**config.mk**
```make
export PLATFORM = sky130hd
export DESIGN_NAME = load_counter
export DESIGN_NICKNAME = d
export VERILOG_FILES = /design/src/source/cheat_pkg.sv /design/src/source/load_counter.sv
export SDC_FILE = /design/constraint.sdc
export NUM_CORES = 1
export LEC_CHECK = 0
export BUFFER_PORTS_ARGS = -buffer_cell sky130_fd_sc_hd__buf_2
export CELL_PAD_IN_SITES_DETAIL_PLACEMENT = 0
export CELL_PAD_IN_SITES_GLOBAL_PLACEMENT = 1
export CORE_ASPECT_RATIO = 0.8
export CORE_MARGIN = 4
export CORE_UTILIZATION = 35
export CTS_BUF_LIST = sky130_fd_sc_hd__clkbuf_8 sky130_fd_sc_hd__clkbuf_16
export CTS_CLUSTER_SIZE = 12
export DETAILED_ROUTE_END_ITERATION = 7
export PLACE_DENSITY = 0.82
export SLEW_MARGIN = 40
export SYNTH_ARGS = -nofsm -noshare
export SYNTH_HDL_FRONTEND = slang
export SYNTH_SLANG_ARGS = --single-unit
```
**constraint.sdc**
```tcl
create_clock -name clk -period 1.36 [get_ports clk]
set_input_delay 0.204 -clock clk [delete_from_list [all_inputs] [get_ports clk]]
set_output_delay 0.204 -clock clk [all_outputs]
set_load 0.005 [all_outputs]
```
**src/source/cheat_pkg.sv**
```systemverilog
// Shared types for the program loader; words are fixed at 18 bits and a group is 9 bytes
`default_nettype none

package cheat_pkg;

    // One processor instruction word as stored in program memory
    typedef logic [17:0] word_t;

    // Nine bytes of host data pack into four instruction words
    localparam int BYTES_PER_GROUP = 9;
    localparam int WORDS_PER_GROUP = 4;

    // A byte accepted from the host, already descrambled
    // Phase is its position inside the current nine-byte group
    typedef struct packed {
        logic [7:0] data;
        logic [3:0] phase;
    } prog_byte_t;

    // Write request towards the program memory
    // The address is carried on its own bus since its width is a parameter
    typedef struct packed {
        logic  we;
        word_t data;
    } word_wr_t;

    // Loader states
    // FULL is held until the host opens a new load
    typedef enum logic [1:0] {
        IDLE = 2'd0,
        LOAD = 2'd1,
        FULL = 2'd2
    } load_state_t;

endpackage

`default_nettype wire

```
**src/source/load_counter.sv**
```systemverilog
// Byte index wraps at 256 and the word address wraps after the last word; restart clears both
`default_nettype none

module load_counter import cheat_pkg::*; #(
    parameter int AW = 10
) (
    input  logic          clk,
    input  logic          rst_n,
    input  logic          restart,
    input  logic          take,
    input  logic          word_we,
    output logic [3:0]    phase,
    output logic [7:0]    byte_idx,
    output logic [AW-1:0] word_addr,
    output logic          at_last
);

    localparam logic [3:0] LAST_PHASE = 4'(BYTES_PER_GROUP - 1);

    always_ff @(posedge clk or negedge rst_n) begin
        if (!rst_n) begin
            phase     <= 4'd0;
            byte_idx  <= 8'd0;
            word_addr <= '0;
        end else if (restart) begin
            phase     <= 4'd0;
            byte_idx  <= 8'd0;
            word_addr <= '0;
        end else begin
            if (take) begin
                // Phase walks 0..8 and then opens the next group
                phase    <= (phase == LAST_PHASE) ? 4'd0 : phase + 4'd1;
                // The descramble seed simply wraps
                byte_idx <= byte_idx + 8'd1;
            end
            // The address moves once the write has been done,
            // so the packer never has to know it
            if (word_we) begin
                word_addr <= word_addr + 1'b1;
            end
        end
    end

    assign at_last = (word_addr == {AW{1'b1}});

endmodule

`default_nettype wire

```
==> impl_metrics.json <==
{
  "insertion_delay_ns": 0.26,
  "worstSetupStartpointType": "flip-flop",
  "clock_path_buffers": 2,
  "r2r_slack_ns": 0.03,
  "r2r_start": "word_addr[2]",
  "wl_per_cell_um": 13.42,
  "highest_layer": "met4",
  "ys_warn_count": 0,
  "syn_to_final_growth_pct": 37.86,
  "async_reset_ff_share_pct": 100.0,
  "grt_pass1_wl_mm": 4.436,
  "h-tree-depth": 1,
  "final_core_util_pct": 52.68,
  "syn-cell-area_mm2": 0.001097,
  "antenna_found_initial": 0,
  "wl_met2_mm": 1.270,
  "drc": 0,
  "cts_tree": "yes",
  "status": "finished with violations",
  "synth_cell_types": 26,
  "setup_viol_count_final": 1,
  "die_area_mm2": 0.004100,
  "rows": 17,
  "final_layout_size_suffix_gt1_share_pct": 41.03,
  "cts_made_buffers": 3,
  "start_util_pct": 38.21,
  "multiInputGateArea_um2": 579.3,
  "syn_inst": 110,
  "worstSetupStartpoint": "word_addr[1]",
  "synth-edff-count": 0,
  "ir_drop_mv": 0.5498,
  "ff2ff_path_depth": 3,
  "arrival_ns": 1.16,
  "cts.sinks": 22,
  "routed_wl_mm": 2.604,
  "gp_congestion": 0.8155,
  "synth_top_area_share_pct": 50.17,
  "cap_violations": 0,
  "fill_cells": 268,
  "wl_met3_um": 95,
  "synth_most_common_cell": "dfrtp_1",
  "cp-end-kind": "output port",
  "relSlewSlack_pct": 67.15,
  "n_antenna_cell": 0,
  "power.density_mw_per_mm2": 826.5,
  "grt.total_usage_pct": 13.63,
  "synth_ff_type": "dfrtp_1",
  "seq_area_um2": 553.0,
  "hold_viol_final": 0,
  "hold_class": "in2reg",
  "p_leak_uw": 0.0007339,
  "grt_max_degree": 23,
  "met1_length_mm": 1.209,
  "synth_common_cells": "22 x dfrtp_1, 11 x a21oi_1, 11 x nor2_1",
  "yosysTopAreaCell": "dfrtp_1",
  "io_pins": 28,
  "nNetsFinal": 166,
  "die_y_um": 58.08,
  "violations": "negative setup slack",
  "portBuffers": 27,
  "clkTransAtPathRegs_ns": 0.07,
  "fmax_mhz": 734.4,
  "drv_slew": 0,
  "path_max_fanout": 4,
  "timing.final.crit_share_pct": 100.1,
  "clockRootBuffer": "clkbuf_8",
  "vias_per_cell": 4.990,
  "die_x_um": 70.60,
  "drtIter0Drc": 53,
  "critPathRequiredTime_ns": 1.16,
  "synthTopCellsByArea": "dfrtp_1 50%, a21oi_1 5.0%, xor2_1 4.8%",
  "first_pass_iters": 4,
  "core_mm2": 0.002872,
  "worst_slack_ns": -0.001730,
  "synth.net_count": 119,
  "gr-total-overflow": 0,
  "grt_pass1_vias": 969,
  "hold_ws_ns": 0.3334,
  "fin_skew_ns": 0.001060,
  "fin_crit_ns": 1.362,
  "ys_ff_latch": 22,
  "rsz0062_at_grt": "true",
  "worstMarginPinSlew_ns": 0.4927,
  "dp_hpwl_mm": 1.856,
  "path_class": "reg2out",
  "reg2reg_to": "word_addr[9]",
  "totalPowerFinal_uw": 1250,
  "syn_area_per_cell_um2": 9.975,
  "ant_nets": 0,
  "synth.yosys.seq_area_share_pct": 50.17,
  "vias": 968,
  "crit_path_end": "at_last"
}
-- placed cells by master, fill, tap and decap left out --
master | Yosys | routed
buf_2 | 2 | 27
dfrtp_1 | 22 | 20
buf_4 | 0 | 18
nor2_1 | 11 | 11
nand2_1 | 10 | 9
o21ai_0 | 8 | 8
a21oi_1 | 11 | 8
xor2_1 | 6 | 6
or3_1 | 5 | 5
nand4_1 | 4 | 4
inv_1 | 2 | 3
nand3_1 | 5 | 3
a21oi_2 | 0 | 3
mux2i_1 | 3 | 3
clkbuf_8 | 0 | 3
nand4_4 | 1 | 2
xnor2_1 | 2 | 2
nand3_2 | 0 | 2
o31ai_1 | 2 | 2
or4_1 | 2 | 2
ha_2 | 0 | 2
dfrtp_2 | 0 | 2
nor3_2 | 0 | 1
or3_2 | 1 | 1
nand2_2 | 0 | 1
or3b_4 | 0 | 1
and4b_1 | 1 | 1
a21boi_0 | 1 | 1
o211ai_1 | 1 | 1
nand2b_1 | 1 | 1
ha_4 | 0 | 1
ha_1 | 4 | 1
dlygate4sd3_1 | 0 | 1
-- critical path, cell delays in order, from the launching register on --
cell and delay [ns]:
dfrtp_1 0.39, ha_4 0.16, nand3_1 0.08, nor3_2 0.13
buf_2 0.13
-- cells by family after synthesis --
kind of cell / count (synthesis) / share of synthesized area [%]
AND/OR/NAND/NOR: 44 / 22.46
AO/OA/AOI/OAI: 23 / 11.40
flip-flops: 22 / 50.17
XOR/XNOR: 8 / 6.386
buffers and inverters: 6 / 2.281
adder cells (fa/ha/maj): 4 / 4.561
multiplexers: 3 / 2.737
-- power breakdown --
| part | internal [uW] | leakage, uW | switching, uW |
|---|---|---|---|
| Combinational | 72.5 | 0.000407 | 83.2 |
| Sequential | 672 | 0.000300 | 18.7 |
| Clock | 201 | 0.0000269 | 203 |
-- cell type report --
type                       count  area share (%)
clock buffer                   3           2.730
clock inverter                 1          0.2481
inverter                       2          0.4963
multi-input combinational     82           38.30
sequential                    22           36.56
tap                           38           3.143
timing repair buffer          46           18.53
-- how the worst min path moves through the flow --
stage | startpoint | endpoint | slack, ns | cells past startpoint
after floorplan | rst_n | byte_idx[0] | -0.09 | 0
after global placement | rst_n | phase[1] | 0.20 | 1
after detailed placement | rst_n | phase[1] | 0.20 | 1
after CTS | word_we | word_addr[0] | 0.33 | 3
after global routing | word_we | word_addr[0] | 0.33 | 3
final | word_we | word_addr[0] | 0.33 | 3
-- through the flow --
step                        TNS, ns  setup slack (ns)  area, um2  std cells
after global placement            0           0.05946       1364        184
after global routing        -0.1888          -0.09849       1513        194
after detailed placement   -0.03525          -0.02023       1364        184
after floorplan                   0          0.002540       1101        110
final                     -0.001730         -0.001730       1513        194
after CTS                  -0.01842          -0.01842       1456        190
-- layer usage --
| metal | GRT usage (%) | vias up |
|---|---|---|
| li1 | - | 482 |
| met1 | 16.60 | 464 |
| met2 | 23.87 | 18 |
| met3 | 4.159 | 4 |
| met4 | 3.217 | 0 |
| met5 | 0 | - |
-- sequential cells by signal, summed over array words and instances, names as in the netlist --
register   cells
word_addr     10
byte_idx       8
phase          4
-- what timing repair did --
action | in CTS | in global routing
cloned | 0 | 0
endpoints found under the hold margin | 22 | 0
resized for setup | 5 | 8
endpoints found under the setup margin | 3 | 7
hold buffers | 1 | 0
setup buffers | 1 | 4
pin swaps | 1 | 5
(Power assumes the default switching activity.)
