### src/source/cheat_pkg.sv
// Shared types for the program loader; words are fixed at 18 bits and a group is 9 bytes
`default_nettype none

package cheat_pkg;

    // One processor instruction word as stored in program memory
    typedef logic [17:0] word_t;

    // Nine bytes of host data pack into four instruction words
    localparam int BYTES_PER_GROUP = 9;
    localparam int WORDS_PER_GROUP = 4;

    // A byte accepted from the host, already descrambled
    // Phase is its position inside the current nine-byte group
    typedef struct packed {
        logic [7:0] data;
        logic [3:0] phase;
    } prog_byte_t;

    // Write request towards the program memory
    // The address is carried on its own bus since its width is a parameter
    typedef struct packed {
        logic  we;
        word_t data;
    } word_wr_t;

    // Loader states
    // FULL is held until the host opens a new load
    typedef enum logic [1:0] {
        IDLE = 2'd0,
        LOAD = 2'd1,
        FULL = 2'd2
    } load_state_t;

endpackage

`default_nettype wire

### src/source/byte_packer.sv
// Expects the phase to follow 0..8 in order; a skipped phase corrupts the group
`default_nettype none

module byte_packer import cheat_pkg::*; (
    input  logic       clk,
    input  logic       rst_n,
    input  logic       restart,
    input  logic       take,
    input  prog_byte_t in_byte,
    output word_wr_t   wr
);

    // Holds the two most recent bytes, newest in the top half
    logic [15:0] sreg;
    logic        completes;
    word_t       next_word;
    logic        we_q;
    word_t       word_q;

    // Every even phase past zero closes a word
    // The number of low bits taken from the new byte grows by two each time
    always_comb begin
        completes = 1'b1;
        case (in_byte.phase)
            4'd2: next_word = {in_byte.data[1:0], sreg};
            4'd4: next_word = {in_byte.data[3:0], sreg[15:2]};
            4'd6: next_word = {in_byte.data[5:0], sreg[15:4]};
            4'd8: next_word = {in_byte.data, sreg[15:6]};
            default: begin
                // Odd phases and phase 0 only feed the register
                completes = 1'b0;
                next_word = '0;
            end
        endcase
    end

    // Write strobe is control state, so it has the reset
    always_ff @(posedge clk or negedge rst_n) begin
        if (!rst_n) begin
            we_q <= 1'b0;
        end else if (restart) begin
            // A pending write from the old load must not land
            we_q <= 1'b0;
        end else begin
            we_q <= take & completes;
        end
    end

    always_ff @(posedge clk) begin
        if (restart) begin
            sreg <= '0;
        end else if (take) begin
            // New byte enters at the top, the oldest drops off the bottom
            sreg <= {in_byte.data, sreg[15:8]};
        end
        // The word only changes when a byte closes it
        if (take && completes) begin
            word_q <= next_word;
        end
    end

    assign wr = '{we: we_q, data: word_q};

endmodule

`default_nettype wire

### config.mk
export PLATFORM = sky130hd
export DESIGN_NAME = byte_packer
export DESIGN_NICKNAME = d
export VERILOG_FILES = /design/src/source/cheat_pkg.sv /design/src/source/byte_packer.sv
export SDC_FILE = /design/constraint.sdc
export NUM_CORES = 1
export LEC_CHECK = 0
export BUFFER_PORTS_ARGS = -buffer_cell sky130_fd_sc_hd__clkbuf_2
export CELL_PAD_IN_SITES_DETAIL_PLACEMENT = 0
export CELL_PAD_IN_SITES_GLOBAL_PLACEMENT = 2
export CORE_AREA = 2 2 70 78
export CTS_CLUSTER_SIZE = 40
export DETAILED_ROUTE_END_ITERATION = 6
export DIE_AREA = 0 0 72 80
export PLACE_DENSITY_LB_ADDON = 0.1
export SYNTH_ARGS = -nofsm -noshare
export SYNTH_HDL_FRONTEND = slang
export SYNTH_SLANG_ARGS = --single-unit
### constraint.sdc
create_clock -name clk -period 1.05 [get_ports clk]
set_input_delay 0.2625 -clock clk [delete_from_list [all_inputs] [get_ports clk]]
set_output_delay 0.2625 -clock clk [all_outputs]
set_load 0.01 [all_outputs]
==> metrics, run 1 <==
result of the run=complete, but fails checks; violations in the final reports=negative setup slack; RR Endpoint=word_q[15]; fmax=898 MHz; effective utilization at floorplan=0.330; Placed Instance Area=1970 µm²; cts bufs inserted=5; Port Buffers=34; antenna fix cells=0; Synth warnings=0; Clock Tree Root=clkbuf_8; initial antenna violation count=0; final weighted congestion of routability-driven global placement=0.695; number of instances in the synthesized netlist=144; chip height=80 µm; largest net degree at the start of global routing=19; number of storage elements in the synthesis netlist=35; estimated wirelength of the detail-placed design=2650 µm; via count of the first global-routing pass=1215; number of design-rule violations left by the first detailed-router iteration=108; static leakage=0.908 nW; Storage cell area=886 µm²; layout net count=210; remaining routing DRC violations=0; max_slew headroom=0.785; Clock transition at path regs=0.08 ns; synthesized area per cell=11.4 µm²; Final min period=1.11 ns; clock latency at the later pin of the worst-skew pair=0.29 ns; wire length per cell=17.2 µm; post-detailed-route count of antenna-violating nets=0; number of pins exceeding their max-slew limit in the final report=0; GR Overflow Total=0; Setup crit end kind=register; total power per unit cell area=1330 nW/µm²; crit path kind=input pin to register; worst hold slack=0.172 ns; commonest cells after routing, fill and taps aside=clkbuf_2 (30), a22oi_1 (25), edfxtp_1 (18); Arr. time, crit path=1.12 ns; maximum resistive drop on vdd=546 µV; register area share after synthesis=0.540; number of vias per cell after detailed routing=5.40; fraction of layout instances using a drive strength above 1=0.426; Top Ports=35; worst setup slack before clock tree synthesis=-0.345 ns; worst-case clock buffer depth=2; setup repair after global routing missed its margin=true; startpoint class of the critical path=input pin; FF-to-FF Start=sreg[15]; summed instance area of the synthesized netlist=1640 µm²; Worst Max-Slew Pin Slew=0.321 ns; Final Worst Setup Slack=-0.0638 ns; data required time of the critical path=1.05 ns; final hold violation count=0; count of H-tree levels built during CTS=2; largest fanout on the critical path=5; routed wire length=4360 µm; final number of setup-violating endpoints=21; FILL cells=471; final non-filler cell area=2380 µm²; Cell variety after synth=20; Area growth, synth to finish=45.0%; Die Footprint=5760 µm²; Hold Crit Start=restart; first-pass GRT wire length=6330 µm; Worst setup endpoint=word_q[15]; r2r worst-path depth=2; net count after synthesis=160; Num Clock Sinks=35; Hold WC Path Type=input pin to register; width of the die=72 µm; overall fraction of global-route tracks in use=0.147; Tcrit/Tclk final=1.06; # Max-Cap Violations=0; most common cell after layout, fill and taps aside=clkbuf_2; slack of the worst reg-to-reg path=0.07 ns; sum of negative setup slack=-0.883 ns; start point of the critical path=in_byte[1]; multi-input combinational cell area=779 µm²; area of the placeable core=4970 µm²; detailed-routing iteration count for the pre-antenna-repair pass=4; routed via count=1367; clock tree from TritonCTS=built; Setup Skew=0.00876 ns; number of core rows=27
==> through the flow <==
step	power, W	instances	util
2_1_floorplan	0.00176	144	-
3_5_place_dp	0.00192	235	0.396
6_report	0.00315	253	0.478
5_1_grt	0.00329	253	0.478
3_3_place_gp	0.00191	235	0.396
4_1_cts	0.00312	247	0.439
==> worst max-delay path, cell delays in order <==
cell,delay (ns)
buf_12,0.11
nor2_4,0.14
xor2_4,0.09
nor3b_4,0.22
buf_12,0.16
clkbuf_16,0.14
==> repair_timing <==
action / CTS / global route
endpoints found under the setup margin: 30 / 55
setup buffers: 1 / 3
pin swaps: 2 / 3
endpoints found under the hold margin: 1 / 0
cloned: 2 / 4
hold buffers: 1 / 0
gates resized for setup: 26 / 23
==> layout make-up <==
type / count / area share
well taps: 58 / 0.0305
clock buffers: 7 / 0.0453
clock inverters: 1 / 0.00211
flip-flops and latches: 35 / 0.373
multi-input cells: 95 / 0.328
repair buffers: 57 / 0.221
==> layer usage <==
| layer | track usage | share of wire |
|---|---|---|
| met4 | 0.0698 | 0.019 |
| met3 | 0.0404 | 0.054 |
| met2 | 0.218 | 0.47 |
| met5 | 0 | 0 |
| met1 | 0.197 | 0.46 |
==> power by group <==
group / total (W) / internal (W) / switching (W)
clock network: 0.00115 / 0.000672 / 0.000480
registers: 0.00155 / 0.00149 / 0.0000567
logic: 0.000451 / 0.000232 / 0.000218
total: 0.00315 / 0.00240 / 0.000755
==> synthesized netlist by cell type <==
library cell	n	area [µm²]
a22oi_1	36	270
buf_2	3	15.0
buf_4	5	37.5
buf_6	2	22.5
clkbuf_1	3	11.3
clkbuf_2	1	5.00
dfrtp_1	1	25.0
dfxtp_1	16	320
edfxtp_1	18	541
mux2i_1	16	160
nor2_1	17	63.8
nor2b_1	2	12.5
nor3b_1	1	7.51
nor4b_1	1	8.76
nor4b_4	1	23.8
nor4bb_1	1	10.0
o21ai_0	14	70.1
o21ai_1	4	20.0
or2_1	1	6.26
xor2_1	1	8.76
==> cells by family after synthesis <==
group,synth area share
AO/OA/AOI/OAI,0.220
XOR/XNOR,0.00534
buffers and inverters,0.0557
flip-flops,0.540
multiplexers,0.0977
AND/OR/NAND/NOR,0.0809
==> worst min path at each step <==
stage | endpoint | slack (ns) | cells after the start
after floorplan | we_q | -0.03 | 0
after global placement | we_q | 0.04 | 1
after detailed placement | we_q | 0.04 | 1
after CTS | we_q | 0.17 | 2
after global routing | we_q | 0.18 | 2
final | we_q | 0.17 | 2
==> state kept, by name (all words and copies together) (netlist names) <==
signal,count
word_q,18
we_q,1
sreg,16
(Power assumes the default switching activity.)
==> run 2, diff against run 1 <==
--- a/config.mk
+++ b/config.mk
@@ -8,11 +8,12 @@
 export BUFFER_PORTS_ARGS = -buffer_cell sky130_fd_sc_hd__clkbuf_2
 export CELL_PAD_IN_SITES_DETAIL_PLACEMENT = 0
 export CELL_PAD_IN_SITES_GLOBAL_PLACEMENT = 2
-export CORE_AREA = 2 2 70 78
+export CORE_AREA = 2 2 73 75
 export CTS_CLUSTER_SIZE = 40
 export DETAILED_ROUTE_END_ITERATION = 6
-export DIE_AREA = 0 0 72 80
+export DIE_AREA = 0 0 75 77
 export PLACE_DENSITY_LB_ADDON = 0.1
+export SKIP_LAST_GASP = 1
 export SYNTH_ARGS = -nofsm -noshare
 export SYNTH_HDL_FRONTEND = slang
 export SYNTH_SLANG_ARGS = --single-unit
==> constraint.sdc (replaced) <==
create_clock -name clk -period 1.05 [get_ports clk]
set_input_delay 0.21 -clock clk [delete_from_list [all_inputs] [get_ports clk]]
set_output_delay 0.21 -clock clk [all_outputs]
set_load 0.01 [all_outputs]
==> run 2 against run 1 <==
- the flow still finishes with violations (negative setup slack)
- fmax up 5.9%
- non-clock buffer count down 3
- final area down 3.7%
- first-iteration DRC count down 5.6%
- flip-flop and latch count unchanged
- via count up 0.22%
- total power down 7.0%
- worst setup slack better by 0.062 ns
- clock power down 17%
- clock-buffer cell count down 1
- largest power group unchanged
- highest routed layer unchanged
==> metrics, run 2 (synthesis gave the netlist of run 1 again) <==
result of the run=complete, but fails checks; violations in the final reports=negative setup slack; initial antenna violation count=0 (unchanged); number of vias per cell after detailed routing=5.23 (-3.2%); Storage cell area=886 µm² (unchanged); Area growth, synth to finish=39.6%; startpoint class of the critical path=input pin; FF-to-FF Start=sreg[10]; final hold violation count=0 (unchanged); first-pass GRT wire length=6380 µm (+0.87%); final weighted congestion of routability-driven global placement=0.719 (+3.5%); register bank with the most flops=word_q; final non-filler cell area=2290 µm² (-3.7%); detailed-routing iteration count for the pre-antenna-repair pass=5 (+1); family with the most delay on the worst path=buffers and inverters; effective utilization at floorplan=0.329 (-0.000747); data required time of the critical path=1.06 ns (about the same); Setup crit end kind=register; worst setup slack before clock tree synthesis=-0.318 ns (+0.0273 ns); number of pins exceeding their max-slew limit in the final report=0 (unchanged); fmax=951 MHz (+5.9%); via count of the first global-routing pass=1348 (+11%); flip-flop count of the largest register after layout=18 (unchanged); overall fraction of global-route tracks in use=0.147 (-0.000265); Hold WC Path Type=input pin to register; GR Overflow Total=0 (unchanged); FILL cells=477 (+1.3%); most repeated library cell on the critical path=buf_12; wire length per cell=16.3 µm (-5.1%); # Max-Cap Violations=0 (unchanged); start point of the critical path=in_byte[1]; cts bufs inserted=5 (unchanged); Setup Skew=0.00879 ns (+0.0000283 ns); Die Footprint=5780 µm² (+0.26%); maximum resistive drop on vdd=574 µV (+5.1%); static leakage=0.869 nW (-4.3%); chip height=77 µm (-3.8%); Clock transition at path regs=0.08 ns (about the same); uppermost metal layer occupied by signal nets=met4; post-detailed-route count of antenna-violating nets=0 (unchanged); Final min period=1.05 ns (-0.0618 ns); multi-input combinational cell area=747 µm² (-4.2%); routed wire length=4280 µm (-1.8%); Tcrit/Tclk final=1.00 (-0.0588); number of core rows=26 (-3.7%); slack of the worst reg-to-reg path=0.09 ns (+0.02 ns); commonest cells after routing, fill and taps aside=clkbuf_2 (31), a22oi_1 (30), o21ai_1 (18), edfxtp_1 (18); Largest regs=word_q (18), sreg (16), we_q (1); largest fanout on the critical path=5 (unchanged); width of the die=75 µm (+4.2%); layout net count=207 (-1.4%); CP Cell Sequence=buf_12 -> nor2_4 -> xor2_4 -> nor3b_4 -> buf_12 -> clkbuf_16; Top Ports=35 (unchanged); total power per unit cell area=1280 nW/µm² (-3.5%); critical path buffer and inverter count=3 (unchanged); fraction of layout instances using a drive strength above 1=0.375 (-0.0506); remaining routing DRC violations=0 (unchanged); Hold Crit Start=in_byte[10]; Final Worst Setup Slack=-0.00204 ns (+0.0618 ns); worst-case clock buffer depth=2 (unchanged); setup repair after global routing missed its margin=true; estimated wirelength of the detail-placed design=2710 µm (+2.3%); clock tree from TritonCTS=built; wire length on met3=188 µm (-20%); number of design-rule violations left by the first detailed-router iteration=102 (-5.6%); Arr. time, crit path=1.06 ns (-0.06 ns); crit path kind=input pin to register; Clock Tree Root=clkbuf_8; Num Clock Sinks=35 (unchanged); count of H-tree levels built during CTS=2 (unchanged); clock latency at the later pin of the worst-skew pair=0.29 ns (about the same); final number of setup-violating endpoints=6 (-71%); largest net degree at the start of global routing=19 (unchanged); max_slew headroom=0.812 (+0.0263); most common cell after layout, fill and taps aside=clkbuf_2; routed via count=1370 (+0.22%); highest-delay cell along the critical path=nor3b_4; area of the placeable core=4980 µm² (+0.23%); Port Buffers=34 (unchanged); Worst Max-Slew Pin Slew=0.282 ns (-0.0394 ns); largest incremental delay on the critical path=0.22 ns (about the same); antenna fix cells=0 (unchanged); M1 WL=2000 µm (-0.30%); sum of met2 wire segment lengths after detailed routing=2020 µm (-0.64%); Placed Instance Area=1980 µm² (+0.64%)
run 2: changes by cell type in the layout (fill, tap and decap cells not counted), moves of 2 or more:
cell       previous run  this run
o21ai_2               2         0
a22oi_1              25        30
o21ai_1              16        18
buf_4                 9         7
a22oi_2              11         6
clkbuf_16             4         2
run 2: worst paths after layout:
kind                            cells past startpoint        end
worst min register to register                      2    sreg[0]
min in group asynchronous                           2       we_q
worst max register to register                      2  word_q[4]
worst min-delay path                                3   sreg[14]
worst max-delay path                                6  word_q[4]
max in group asynchronous                           2       we_q
run 2: timing repair:
| item | CTS | global route |
|---|---|---|
| resized for setup | 0 | 40 |
| gates cloned | 0 | 5 |
| setup endpoints to repair | 2 | 36 |
| hold endpoints to repair | 1 | 0 |
| hold buffers | 1 | 0 |
| pin swaps | 0 | 1 |
| setup buffers | 0 | 3 |
run 2: tightest hold or removal path: cells and delay by family:
family,cells,cell delay [ns]
buf+inv,1,0.09
mux,1,0.06
simple gates,1,0.07
run 2: through the flow:
stage / setup TNS [ns] / utilization / hold slack (ns) / total power, W / std cells
6_report: -0.00840 / 0.460 / 0.180 / 0.00293 / 262
5_1_grt: -0.423 / 0.460 / 0.217 / 0.00306 / 262
4_1_cts: -0.0255 / 0.417 / 0.176 / 0.00287 / 254
3_5_place_dp: -9.87 / 0.398 / -0.0147 / 0.00192 / 245
3_3_place_gp: -8.43 / 0.398 / -0.0147 / 0.00191 / 245
2_1_floorplan: -7.00 / - / -0.0856 / 0.00176 / 144
run 2: final cells by class:
cell class / instances / area share
Clock inverter: 2 / 0.00492
Multi-Input combinational cell: 95 / 0.326
Tap cell: 70 / 0.0383
Clock buffer: 6 / 0.0317
Timing Repair Buffer: 54 / 0.212
Sequential cell: 35 / 0.387
run 2: layer usage:
layer,global-route usage,vias to the layer above
li1,-,645
met3,0.0289,9
met5,0,-
met1,0.204,671
met4,0.0804,0
met2,0.211,45
run 2: power breakdown:
group | switching (W) | total (W) | internal (W) | leakage (nW)
logic | 0.000210 | 0.000433 | 0.000223 | 0.509
registers | 0.0000558 | 0.00155 | 0.00149 | 0.315
clock network | 0.000485 | 0.000950 | 0.000465 | 0.0455
total | 0.000751 | 0.00293 | 0.00218 | 0.869
