$ cat src/source/cheat_pkg.sv
// Shared types for the program loader; words are fixed at 18 bits and a group is 9 bytes
`default_nettype none

package cheat_pkg;

    // One processor instruction word as stored in program memory
    typedef logic [17:0] word_t;

    // Nine bytes of host data pack into four instruction words
    localparam int BYTES_PER_GROUP = 9;
    localparam int WORDS_PER_GROUP = 4;

    // A byte accepted from the host, already descrambled
    // Phase is its position inside the current nine-byte group
    typedef struct packed {
        logic [7:0] data;
        logic [3:0] phase;
    } prog_byte_t;

    // Write request towards the program memory
    // The address is carried on its own bus since its width is a parameter
    typedef struct packed {
        logic  we;
        word_t data;
    } word_wr_t;

    // Loader states
    // FULL is held until the host opens a new load
    typedef enum logic [1:0] {
        IDLE = 2'd0,
        LOAD = 2'd1,
        FULL = 2'd2
    } load_state_t;

endpackage

`default_nettype wire

$ cat src/source/prog_load_fsm.sv
// Host must hold prog_en high for the whole load; a fall drops the load, prog_full holds until restart
`default_nettype none

module prog_load_fsm import cheat_pkg::*; (
    input  logic clk,
    input  logic rst_n,
    input  logic prog_en,
    input  logic prog_wr,
    input  logic at_last,
    input  logic word_we,
    output logic restart,
    output logic take,
    output logic prog_full
);

    load_state_t state;
    load_state_t state_nxt;
    logic        prog_en_q;

    // Edge detector for prog_en
    // restart is registered, so it appears the cycle after the rising edge
    // and any strobe on that cycle is not yet taken
    always_ff @(posedge clk or negedge rst_n) begin
        if (!rst_n) begin
            prog_en_q <= 1'b0;
            restart   <= 1'b0;
        end else begin
            prog_en_q <= prog_en;
            restart   <= prog_en & ~prog_en_q;
        end
    end

    always_comb begin
        state_nxt = state;
        if (restart) begin
            // A restart wins over everything, even a FULL memory
            // If the host already let go of prog_en, stay idle
            state_nxt = prog_en ? LOAD : IDLE;
        end else begin
            case (state)
                LOAD: begin
                    if (!prog_en) begin
                        // Load abandoned, the partial group is lost
                        state_nxt = IDLE;
                    end else if (word_we && at_last) begin
                        // The last memory word is being written now
                        state_nxt = FULL;
                    end
                end
                FULL: begin
                    // Only a restart leaves FULL
                    state_nxt = FULL;
                end
                default: begin
                    state_nxt = IDLE;
                end
            endcase
        end
    end

    always_ff @(posedge clk or negedge rst_n) begin
        if (!rst_n) begin
            state <= IDLE;
        end else begin
            state <= state_nxt;
        end
    end

    // Byte strobes are only honoured while loading
    assign take      = prog_wr & prog_en & (state == LOAD);
    assign prog_full = (state == FULL);

endmodule

`default_nettype wire

$ cat config.mk
export PLATFORM = sky130hd
export DESIGN_NAME = prog_load_fsm
export DESIGN_NICKNAME = d
export VERILOG_FILES = /design/src/source/cheat_pkg.sv /design/src/source/prog_load_fsm.sv
export SDC_FILE = /design/constraint.sdc
export NUM_CORES = 1
export LEC_CHECK = 0
export ABC_AREA = 1
export BUFFER_PORTS_ARGS = -buffer_cell sky130_fd_sc_hd__buf_2
export CORE_AREA = 2 2 39 41
export CTS_CLUSTER_DIAMETER = 120
export DETAILED_ROUTE_END_ITERATION = 12
export DIE_AREA = 0 0 41 43
export SETUP_SLACK_MARGIN = 0.1
export SLEW_MARGIN = 20
export SYNTH_ARGS = -nofsm -noshare
export SYNTH_HDL_FRONTEND = slang
export SYNTH_SLANG_ARGS = --single-unit
export TNS_END_PERCENT = 5
$ cat constraint.sdc
create_clock -name clk -period 1.5 [get_ports clk]
set_clock_uncertainty 0.15 [all_clocks]
set_input_delay 0.15 -clock clk [delete_from_list [all_inputs] [get_ports clk]]
set_output_delay 0.15 -clock clk [all_outputs]
set_load 0.005 [all_outputs]
==> results_tabular.tex, run 1 <==
\begin{tabular}{lr}
\hline
Metric & Value \\
\hline
\multicolumn{2}{l}{\textbf{Power and ir drop}} \\
\quad Power per unit of standard cell area & 809 mW/mm\^{}2 \\
\quad Proportion of power drawn by flip-flops and latches & 41.9\% \\
\quad Clk network pwr share & 47.5\% \\
\quad Internal power of the cells & 0.216 mW \\
\quad Switching power summed over all nets & 0.0589 mW \\
\quad Static power due to leakage & 0.197 nW \\
\quad Share of power burned in combinational logic & 10.7\% \\
\quad Fraction of power spent switching nets & 21.4\% \\
\quad Maximum VDD drop & 0.416 mV \\
\multicolumn{2}{l}{\textbf{Drt}} \\
\quad Router iterations before antenna repair & 2 \\
\quad Vias post-DR & 201 \\
\quad DRC violations left & 0 \\
\quad WL per Instance & 6.96 um \\
\quad Antenna violation net count after detailed routing & 0 \\
\quad Via/cell ratio & 3.53 \\
\quad Iteration-0 DRC count of the detailed router & 2 \\
\quad Wire length after detailed routing & 397 um \\
\multicolumn{2}{l}{\textbf{Setup path}} \\
\quad Required time worst endpoint & 1200 ps \\
\quad Category of the most critical setup path & reg2out \\
\quad Startpoint types & flip-flop \\
\quad Biggest fanout along the worst timing path & 3 \\
\quad Data arrival time of the critical path & 1090 ps \\
\quad Critical Path Sink Type & output port \\
\multicolumn{2}{l}{\textbf{CTS}} \\
\quad Clock Latency Late Sink & 230 ps \\
\quad Buffers from clock root to sink, at most & 2 \\
\quad Clk root buf & sky130\_fd\_sc\_hd\_\_clkbuf\_4 \\
\quad H-tree levels & 1 \\
\quad CTS clock-pin slew for the worst setup and hold paths & 40 ps \\
\quad Post-CTS resize count & 0 \\
\quad Clock sink count & 4 \\
\quad CTS tree & done \\
\quad Number of buffers created by CTS & 3 \\
\multicolumn{2}{l}{\textbf{Logic synthesis}} \\
\quad Syn Area/Cell & 8.57 sq um \\
\quad Fraction of synthesized cell area taken by the top area cell type & 44.9\% \\
\quad EDFF count, synth & 0 \\
\quad Ys async rst share & 100\% \\
\quad Synthesized cell area & 223 sq um \\
\quad Synth top area cells & sky130\_fd\_sc\_hd\_\_dfrtp\_1, sky130\_fd\_sc\_hd\_\_ha\_1, sky130\_fd\_sc\_hd\_\_inv\_1 \\
\quad Seq cells post-synth & 4 \\
\quad Net count after synthesis & 34 \\
\quad Post-synthesis sequential area ratio & 44.9\% \\
\quad Area leader, netlist & sky130\_fd\_sc\_hd\_\_dfrtp\_1 \\
\quad Primary FF master, synth & sky130\_fd\_sc\_hd\_\_dfrtp\_1 \\
\quad Yosys Warn Count & 0 \\
\quad Commonest cells in the netlist & sky130\_fd\_sc\_hd\_\_inv\_1, sky130\_fd\_sc\_hd\_\_nand2\_1, sky130\_fd\_sc\_hd\_\_dfrtp\_1 \\
\quad Number of different library cells in the post-synthesis netlist & 11 \\
\quad Number of instances in the synthesized netlist & 26 \\
\multicolumn{2}{l}{\textbf{STA}} \\
\quad Total count of hold-check failures in the final report & 0 \\
\quad Min cycle time layout & 1390 ps \\
\quad Slew of the pin with the lowest slew margin & 120 ps \\
\quad Part of the cycle the worst path needs & 92.5\% \\
\quad Max Clock Freq & 720 MHz \\
\quad Number of setup violations in the final report & 0 \\
\quad Summed negative setup slack over all endpoints & 0 ps \\
\quad Unrepaired setup endpoints after global routing & yes \\
\quad Slew Viols, Final & 0 \\
\quad Worst slew margin & 92.0\% \\
\multicolumn{2}{l}{\textbf{Min path}} \\
\quad Worst min-delay path category & in2reg \\
\multicolumn{2}{l}{\textbf{GRT}} \\
\quad GRT met3 Usage & 6.28\% \\
\quad Busiest layer in global routing & met2 \\
\quad Total congestion overflow & 0 \\
\quad Global Route met2 Usage & 8.13\% \\
\quad Via count of the first global-routing pass & 174 \\
\quad GR met1 Demand/Resource & 5.88\% \\
\quad Wire length of the first global-routing pass & 648 um \\
\quad Maximum number of pins on one net before global-route repair & 5 \\
\quad Total routing usage reported by global routing & 6.26\% \\
\quad Initial antenna violation count & 0 \\
\multicolumn{2}{l}{\textbf{Place}} \\
\quad Count of input and output buffers & 8 \\
\quad Instance count after placement with tap cells included & 50 \\
\quad Gpl congestion & 0.609 \\
\multicolumn{2}{l}{\textbf{Floorplan}} \\
\quad Horizontal extent of the die & 41 um \\
\quad Initial core utilization & 16.1\% \\
\quad Vertical die dimension & 43 um \\
\quad DIE AREA & 0.00176 sq mm \\
\quad Row count & 14 \\
\quad Standard cell core area & 0.00138 sq mm \\
\quad Boundary Pins & 9 \\
\multicolumn{2}{l}{\textbf{Run}} \\
\quad Max-cap viol count & 0 \\
\multicolumn{2}{l}{\textbf{Final layout}} \\
\quad Fraction of final layout cells with drive strength greater than 1 & 43.9\% \\
\quad Count of non-filler cells in the finished layout & 57 \\
\quad Area growth, synth to finish & 52.8\% \\
\quad Post-layout nets & 51 \\
\quad Ant diodes & 0 \\
\multicolumn{2}{l}{\textbf{Run status}} \\
\quad Status & finished, final reports clean \\
\hline
\end{tabular}
worst paths after layout:
path / depth (start not counted) / from / slack (ps) / endpoint
min in group asynchronous: 2 / rst_n / 100 / state[1]$_DFFE_PN0P_
max in group asynchronous: 2 / rst_n / 970 / restart$_DFF_PN0_
worst max-delay path: 5 / state[1]$_DFFE_PN0P_ / 110 / take
worst max register to register: 5 / state[1]$_DFFE_PN0P_ / 260 / state[1]$_DFFE_PN0P_
worst min register to register: 1 / prog_en_q$_DFF_PN0_ / 240 / restart$_DFF_PN0_
worst min-delay path: 4 / at_last / 70 / state[0]$_DFFE_PN0P_
power by group through the flow:
| stage | clock, mW | sequential (mW) | combinational, mW |
|---|---|---|---|
| after global placement | 0 | 0.117 | 0.0249 |
| after CTS | 0.139 | 0.115 | 0.0300 |
| final | 0.131 | 0.115 | 0.0293 |
| after global routing | 0.150 | 0.116 | 0.0332 |
| after floorplan | 0 | 0.116 | 0.0108 |
| after detailed placement | 0 | 0.117 | 0.0256 |
critical path, cell delays in order (launching register included):
cell and delay (ps):
sky130_fd_sc_hd__dfrtp_1 390, sky130_fd_sc_hd__inv_1 60, sky130_fd_sc_hd__ha_1 140, sky130_fd_sc_hd__nand2_2 70, sky130_fd_sc_hd__nor2_1 80, sky130_fd_sc_hd__buf_2 110
flip-flops by register name, indices dropped and copies added, names as in the netlist:
signal     cells
restart        1
prog_en_q      1
state          2
stage by stage:
| stage | utilization (%) | instance area, sq um | hold WS, ps | worst slack (ps) | total power [mW] |
|---|---|---|---|---|---|
| 2_1_floorplan | - | 223 | -296 | 407 | 0.127 |
| 3_5_place_dp | 20.4 | 283 | -187 | 338 | 0.142 |
| 4_1_cts | 24.6 | 340 | 72.8 | 102 | 0.284 |
| 6_report | 24.6 | 340 | 74.1 | 112 | 0.275 |
| 3_3_place_gp | 20.4 | 283 | -189 | 352 | 0.142 |
| 5_1_grt | 24.6 | 340 | 86.9 | 14.1 | 0.299 |
layout make-up:
class	instances	area [sq um]
well taps	16	20.0
repair buffers	12	75.1
multi-input cells	15	95.1
flip-flops and latches	4	100
fillers	152	1040
inverters	7	27.5
clock buffers	3	22.5
timing repair:
action,in CTS,in global routing
hold buffers,2,0
hold endpoints to repair,5,0
endpoints found under the setup margin,1,2
pin swaps,0,0
buffers inserted,2,0
placed cells by master (no fill, tap or decap):
cell type | netlist | routed
sky130_fd_sc_hd__nand2_2 | 1 | 1
sky130_fd_sc_hd__nand4_1 | 2 | 2
sky130_fd_sc_hd__buf_2 | 0 | 8
sky130_fd_sc_hd__dfrtp_1 | 4 | 4
sky130_fd_sc_hd__nand3_2 | 1 | 1
sky130_fd_sc_hd__nand2_4 | 1 | 1
sky130_fd_sc_hd__buf_4 | 0 | 2
sky130_fd_sc_hd__clkbuf_4 | 0 | 3
sky130_fd_sc_hd__inv_1 | 5 | 5
sky130_fd_sc_hd__inv_2 | 1 | 1
sky130_fd_sc_hd__ha_1 | 2 | 2
sky130_fd_sc_hd__nand2_1 | 5 | 5
sky130_fd_sc_hd__nor2_1 | 3 | 3
sky130_fd_sc_hd__clkinv_2 | 1 | 1
sky130_fd_sc_hd__dlygate4sd3_1 | 0 | 2
cells by family after synthesis:
kind of cell,count (synthesis),share of synthesized area (%)
adders and majority gates,2,11.2
and+or+nand+nor,13,31.5
DFF,4,44.9
buffers and inverters,7,12.4
per-layer routing:
| metal | share of wire [%] | vias to the layer above | wire length (um) |
|---|---|---|---|
| li1 | - | 110 | - |
| met1 | 46 | 84 | 183 |
| met2 | 43 | 7 | 170 |
| met3 | 11 | 0 | 43 |
| met4 | 0 | 0 | 0 |
| met5 | 0 | - | 0 |
Power figures use the tool's default switching activity.
==> run 2: changes to the inputs <==
--- a/config.mk
+++ b/config.mk
@@ -11,7 +11,7 @@
 export CTS_CLUSTER_DIAMETER = 120
 export DETAILED_ROUTE_END_ITERATION = 12
 export DIE_AREA = 0 0 41 43
-export SETUP_SLACK_MARGIN = 0.1
+export SETUP_SLACK_MARGIN = 0.5
 export SLEW_MARGIN = 20
 export SYNTH_ARGS = -nofsm -noshare
 export SYNTH_HDL_FRONTEND = slang
==> results_tabular.tex, run 2 (synthesized netlist as in run 1, its figures left out) <==
\begin{tabular}{lr}
\hline
Metric & Value \\
\hline
\multicolumn{2}{l}{\textbf{CTS}} \\
\quad Clk root buf & sky130\_fd\_sc\_hd\_\_clkbuf\_4 \\
\quad Clock Latency Late Sink & 230 ps (about the same) \\
\quad H-tree levels & 1 (unchanged) \\
\quad Number of buffers created by CTS & 3 (unchanged) \\
\quad Clock sink count & 4 (unchanged) \\
\quad Post-CTS resize count & 0 (unchanged) \\
\quad CTS tree & done \\
\quad CTS clock-pin slew for the worst setup and hold paths & 40 ps (about the same) \\
\quad Buffers from clock root to sink, at most & 2 (unchanged) \\
\multicolumn{2}{l}{\textbf{Drt}} \\
\quad DRC violations left & 0 (unchanged) \\
\quad Antenna violation net count after detailed routing & 0 (unchanged) \\
\quad WL per Instance & 7.00 um (+0.50\%) \\
\quad Via/cell ratio & 3.54 (+0.50\%) \\
\quad Iteration-0 DRC count of the detailed router & 0 (-2) \\
\quad Wire length after detailed routing & 399 um (+0.50\%) \\
\quad Vias post-DR & 202 (+0.50\%) \\
\quad Router iterations before antenna repair & 1 (-1) \\
\multicolumn{2}{l}{\textbf{STA}} \\
\quad Max Clock Freq & 723 MHz (+0.32\%) \\
\quad Worst slew margin & 92.0\% (about the same) \\
\quad Part of the cycle the worst path needs & 92.2\% (-0.30 points) \\
\quad Unrepaired setup endpoints after global routing & yes \\
\quad Number of setup violations in the final report & 0 (unchanged) \\
\quad Min cycle time layout & 1380 ps (-4.46 ps) \\
\quad Slew of the pin with the lowest slew margin & 120 ps (+0.122 ps) \\
\quad Total count of hold-check failures in the final report & 0 (unchanged) \\
\quad Slew Viols, Final & 0 (unchanged) \\
\quad Summed negative setup slack over all endpoints & 0 ps (unchanged) \\
\multicolumn{2}{l}{\textbf{GRT}} \\
\quad Total congestion overflow & 0 (unchanged) \\
\quad Via count of the first global-routing pass & 186 (+6.9\%) \\
\quad Initial antenna violation count & 0 (unchanged) \\
\quad Wire length of the first global-routing pass & 669 um (+3.2\%) \\
\quad Total routing usage reported by global routing & 6.26\% (unchanged) \\
\quad Maximum number of pins on one net before global-route repair & 5 (unchanged) \\
\multicolumn{2}{l}{\textbf{Setup path}} \\
\quad Required time worst endpoint & 1200 ps (about the same) \\
\quad Critical Path Sink Type & output port \\
\quad Data arrival time of the critical path & 1080 ps (about the same) \\
\quad Reg2reg end & state[1]\$\_DFFE\_PN0P\_ \\
\quad Startpoint types & flip-flop \\
\quad Worst Reg2Reg Path Length in Cells & 5 (unchanged) \\
\quad Biggest fanout along the worst timing path & 2 (-1) \\
\quad FF-to-FF Start & state[1]\$\_DFFE\_PN0P\_ \\
\quad Register-to-Register Setup Slack & 240 ps (-20 ps) \\
\quad Category of the most critical setup path & reg2out \\
\multicolumn{2}{l}{\textbf{Final layout}} \\
\quad Filler Cell Count & 157 (+3.3\%) \\
\quad Area growth, synth to finish & 55.1\% \\
\quad Fraction of the core area covered by cells at the end of the flow & 25.0\% (+0.36 points) \\
\quad Top reg by flops & state \\
\quad Largest register FFs & 2 (unchanged) \\
\quad Top flop regs & state (2), prog\_en\_q (1), restart (1) \\
\quad Ant diodes & 0 (unchanged) \\
\quad Leading cell type in the layout, fill and taps excluded & sky130\_fd\_sc\_hd\_\_buf\_2 \\
\quad Post-layout nets & 51 (unchanged) \\
\quad Most frequent cells in the layout & sky130\_fd\_sc\_hd\_\_buf\_2, sky130\_fd\_sc\_hd\_\_inv\_1, sky130\_fd\_sc\_hd\_\_nand2\_1, sky130\_fd\_sc\_hd\_\_dfrtp\_1 \\
\quad Fraction of final layout cells with drive strength greater than 1 & 48.8\% (+4.9 points) \\
\multicolumn{2}{l}{\textbf{Place}} \\
\quad Gpl congestion & 0.677 (+11\%) \\
\quad Count of input and output buffers & 8 (unchanged) \\
\quad Post-DP HPWL & 323 um \\
\multicolumn{2}{l}{\textbf{Floorplan}} \\
\quad Boundary Pins & 9 (unchanged) \\
\quad Standard cell core area & 0.00138 sq mm (unchanged) \\
\quad Row count & 14 (unchanged) \\
\quad Vertical die dimension & 43 um (unchanged) \\
\quad DIE AREA & 0.00176 sq mm (unchanged) \\
\quad Initial core utilization & 16.1\% (unchanged) \\
\quad Horizontal extent of the die & 41 um (unchanged) \\
\multicolumn{2}{l}{\textbf{Min path}} \\
\quad Start point of the worst min-delay path & prog\_en \\
\quad End point of the most critical hold path & restart\$\_DFF\_PN0\_ \\
\quad Worst Hold Path Cells & 3 (-1) \\
\quad Worst min-delay path category & in2reg \\
\multicolumn{2}{l}{\textbf{Power and ir drop}} \\
\quad Static power due to leakage & 0.194 nW (-1.3\%) \\
\quad Maximum VDD drop & 0.578 mV (+39\%) \\
\quad Power per unit of standard cell area & 802 mW/mm\^{}2 (-0.81\%) \\
\multicolumn{2}{l}{\textbf{Run status}} \\
\quad Status & finished, final reports clean \\
\multicolumn{2}{l}{\textbf{Run}} \\
\quad Max-cap viol count & 0 (unchanged) \\
\hline
\end{tabular}
-- run 2: metrics by stage --
stage               hold WS (ps)  cells  power (mW)  instance area [sq um]  worst slack [ps]
floorplan                   -296     26       0.128                    228               409
global placement            -193     50       0.142                    288               358
detailed placement          -187     50       0.143                    288               337
CTS                         9.65     57       0.287                    345              98.6
global route                25.7     57       0.301                    345              61.6
finish                      15.0     57       0.277                    345               116
-- run 2: final cells by class --
| type | instances | area [sq um] | share of cell area, % |
|---|---|---|---|
| multi-input cells | 15 | 100 | 29.0 |
| clock buffers | 3 | 22.5 | 6.52 |
| well taps | 16 | 20.0 | 5.80 |
| repair buffers | 12 | 75.1 | 21.7 |
| inverters | 7 | 27.5 | 7.97 |
| flip-flops and latches | 4 | 100 | 29.0 |
-- run 2: where the power goes --
part	internal [mW]	switching [mW]	total (mW)
registers	0.113	0.00280	0.115
logic	0.0154	0.0148	0.0302
clock network	0.0894	0.0421	0.132
-- run 2: layer usage --
metal	track usage (%)	vias up	wire (um)
met5	0	-	0
met4	2.00	0	0
met3	6.28	0	36
met2	8.44	8	185
met1	6.54	85	176
li1	-	109	-
-- run 2: timing repair --
| item | 4_1_cts | 5_1_grt |
|---|---|---|
| endpoints found under the hold margin | 5 | 0 |
| setup endpoints to repair | 5 | 5 |
| buffers inserted | 2 | 0 |
| hold buffers | 2 | 0 |
| pin swaps | 1 | 1 |
-- run 2: worst max-delay path, stage by stage, from the launching register on --
cell	delay [ps]
sky130_fd_sc_hd__dfrtp_1	370
sky130_fd_sc_hd__buf_4	140
sky130_fd_sc_hd__ha_1	210
sky130_fd_sc_hd__buf_2	130
-- run 2: worst max-delay path by stage --
stage | start | endpoint | slack [ps] | cells past startpoint
floorplan | state[1]$_DFFE_PN0P_ | state[1]$_DFFE_PN0P_ | 410 | 4
global placement | state[0]$_DFFE_PN0P_ | state[1]$_DFFE_PN0P_ | 360 | 5
detailed placement | state[1]$_DFFE_PN0P_ | take | 340 | 5
CTS | state[1]$_DFFE_PN0P_ | take | 100 | 5
global route | state[1]$_DFFE_PN0P_ | take | 60 | 5
finish | state[1]$_DFFE_PN0P_ | prog_full | 120 | 3
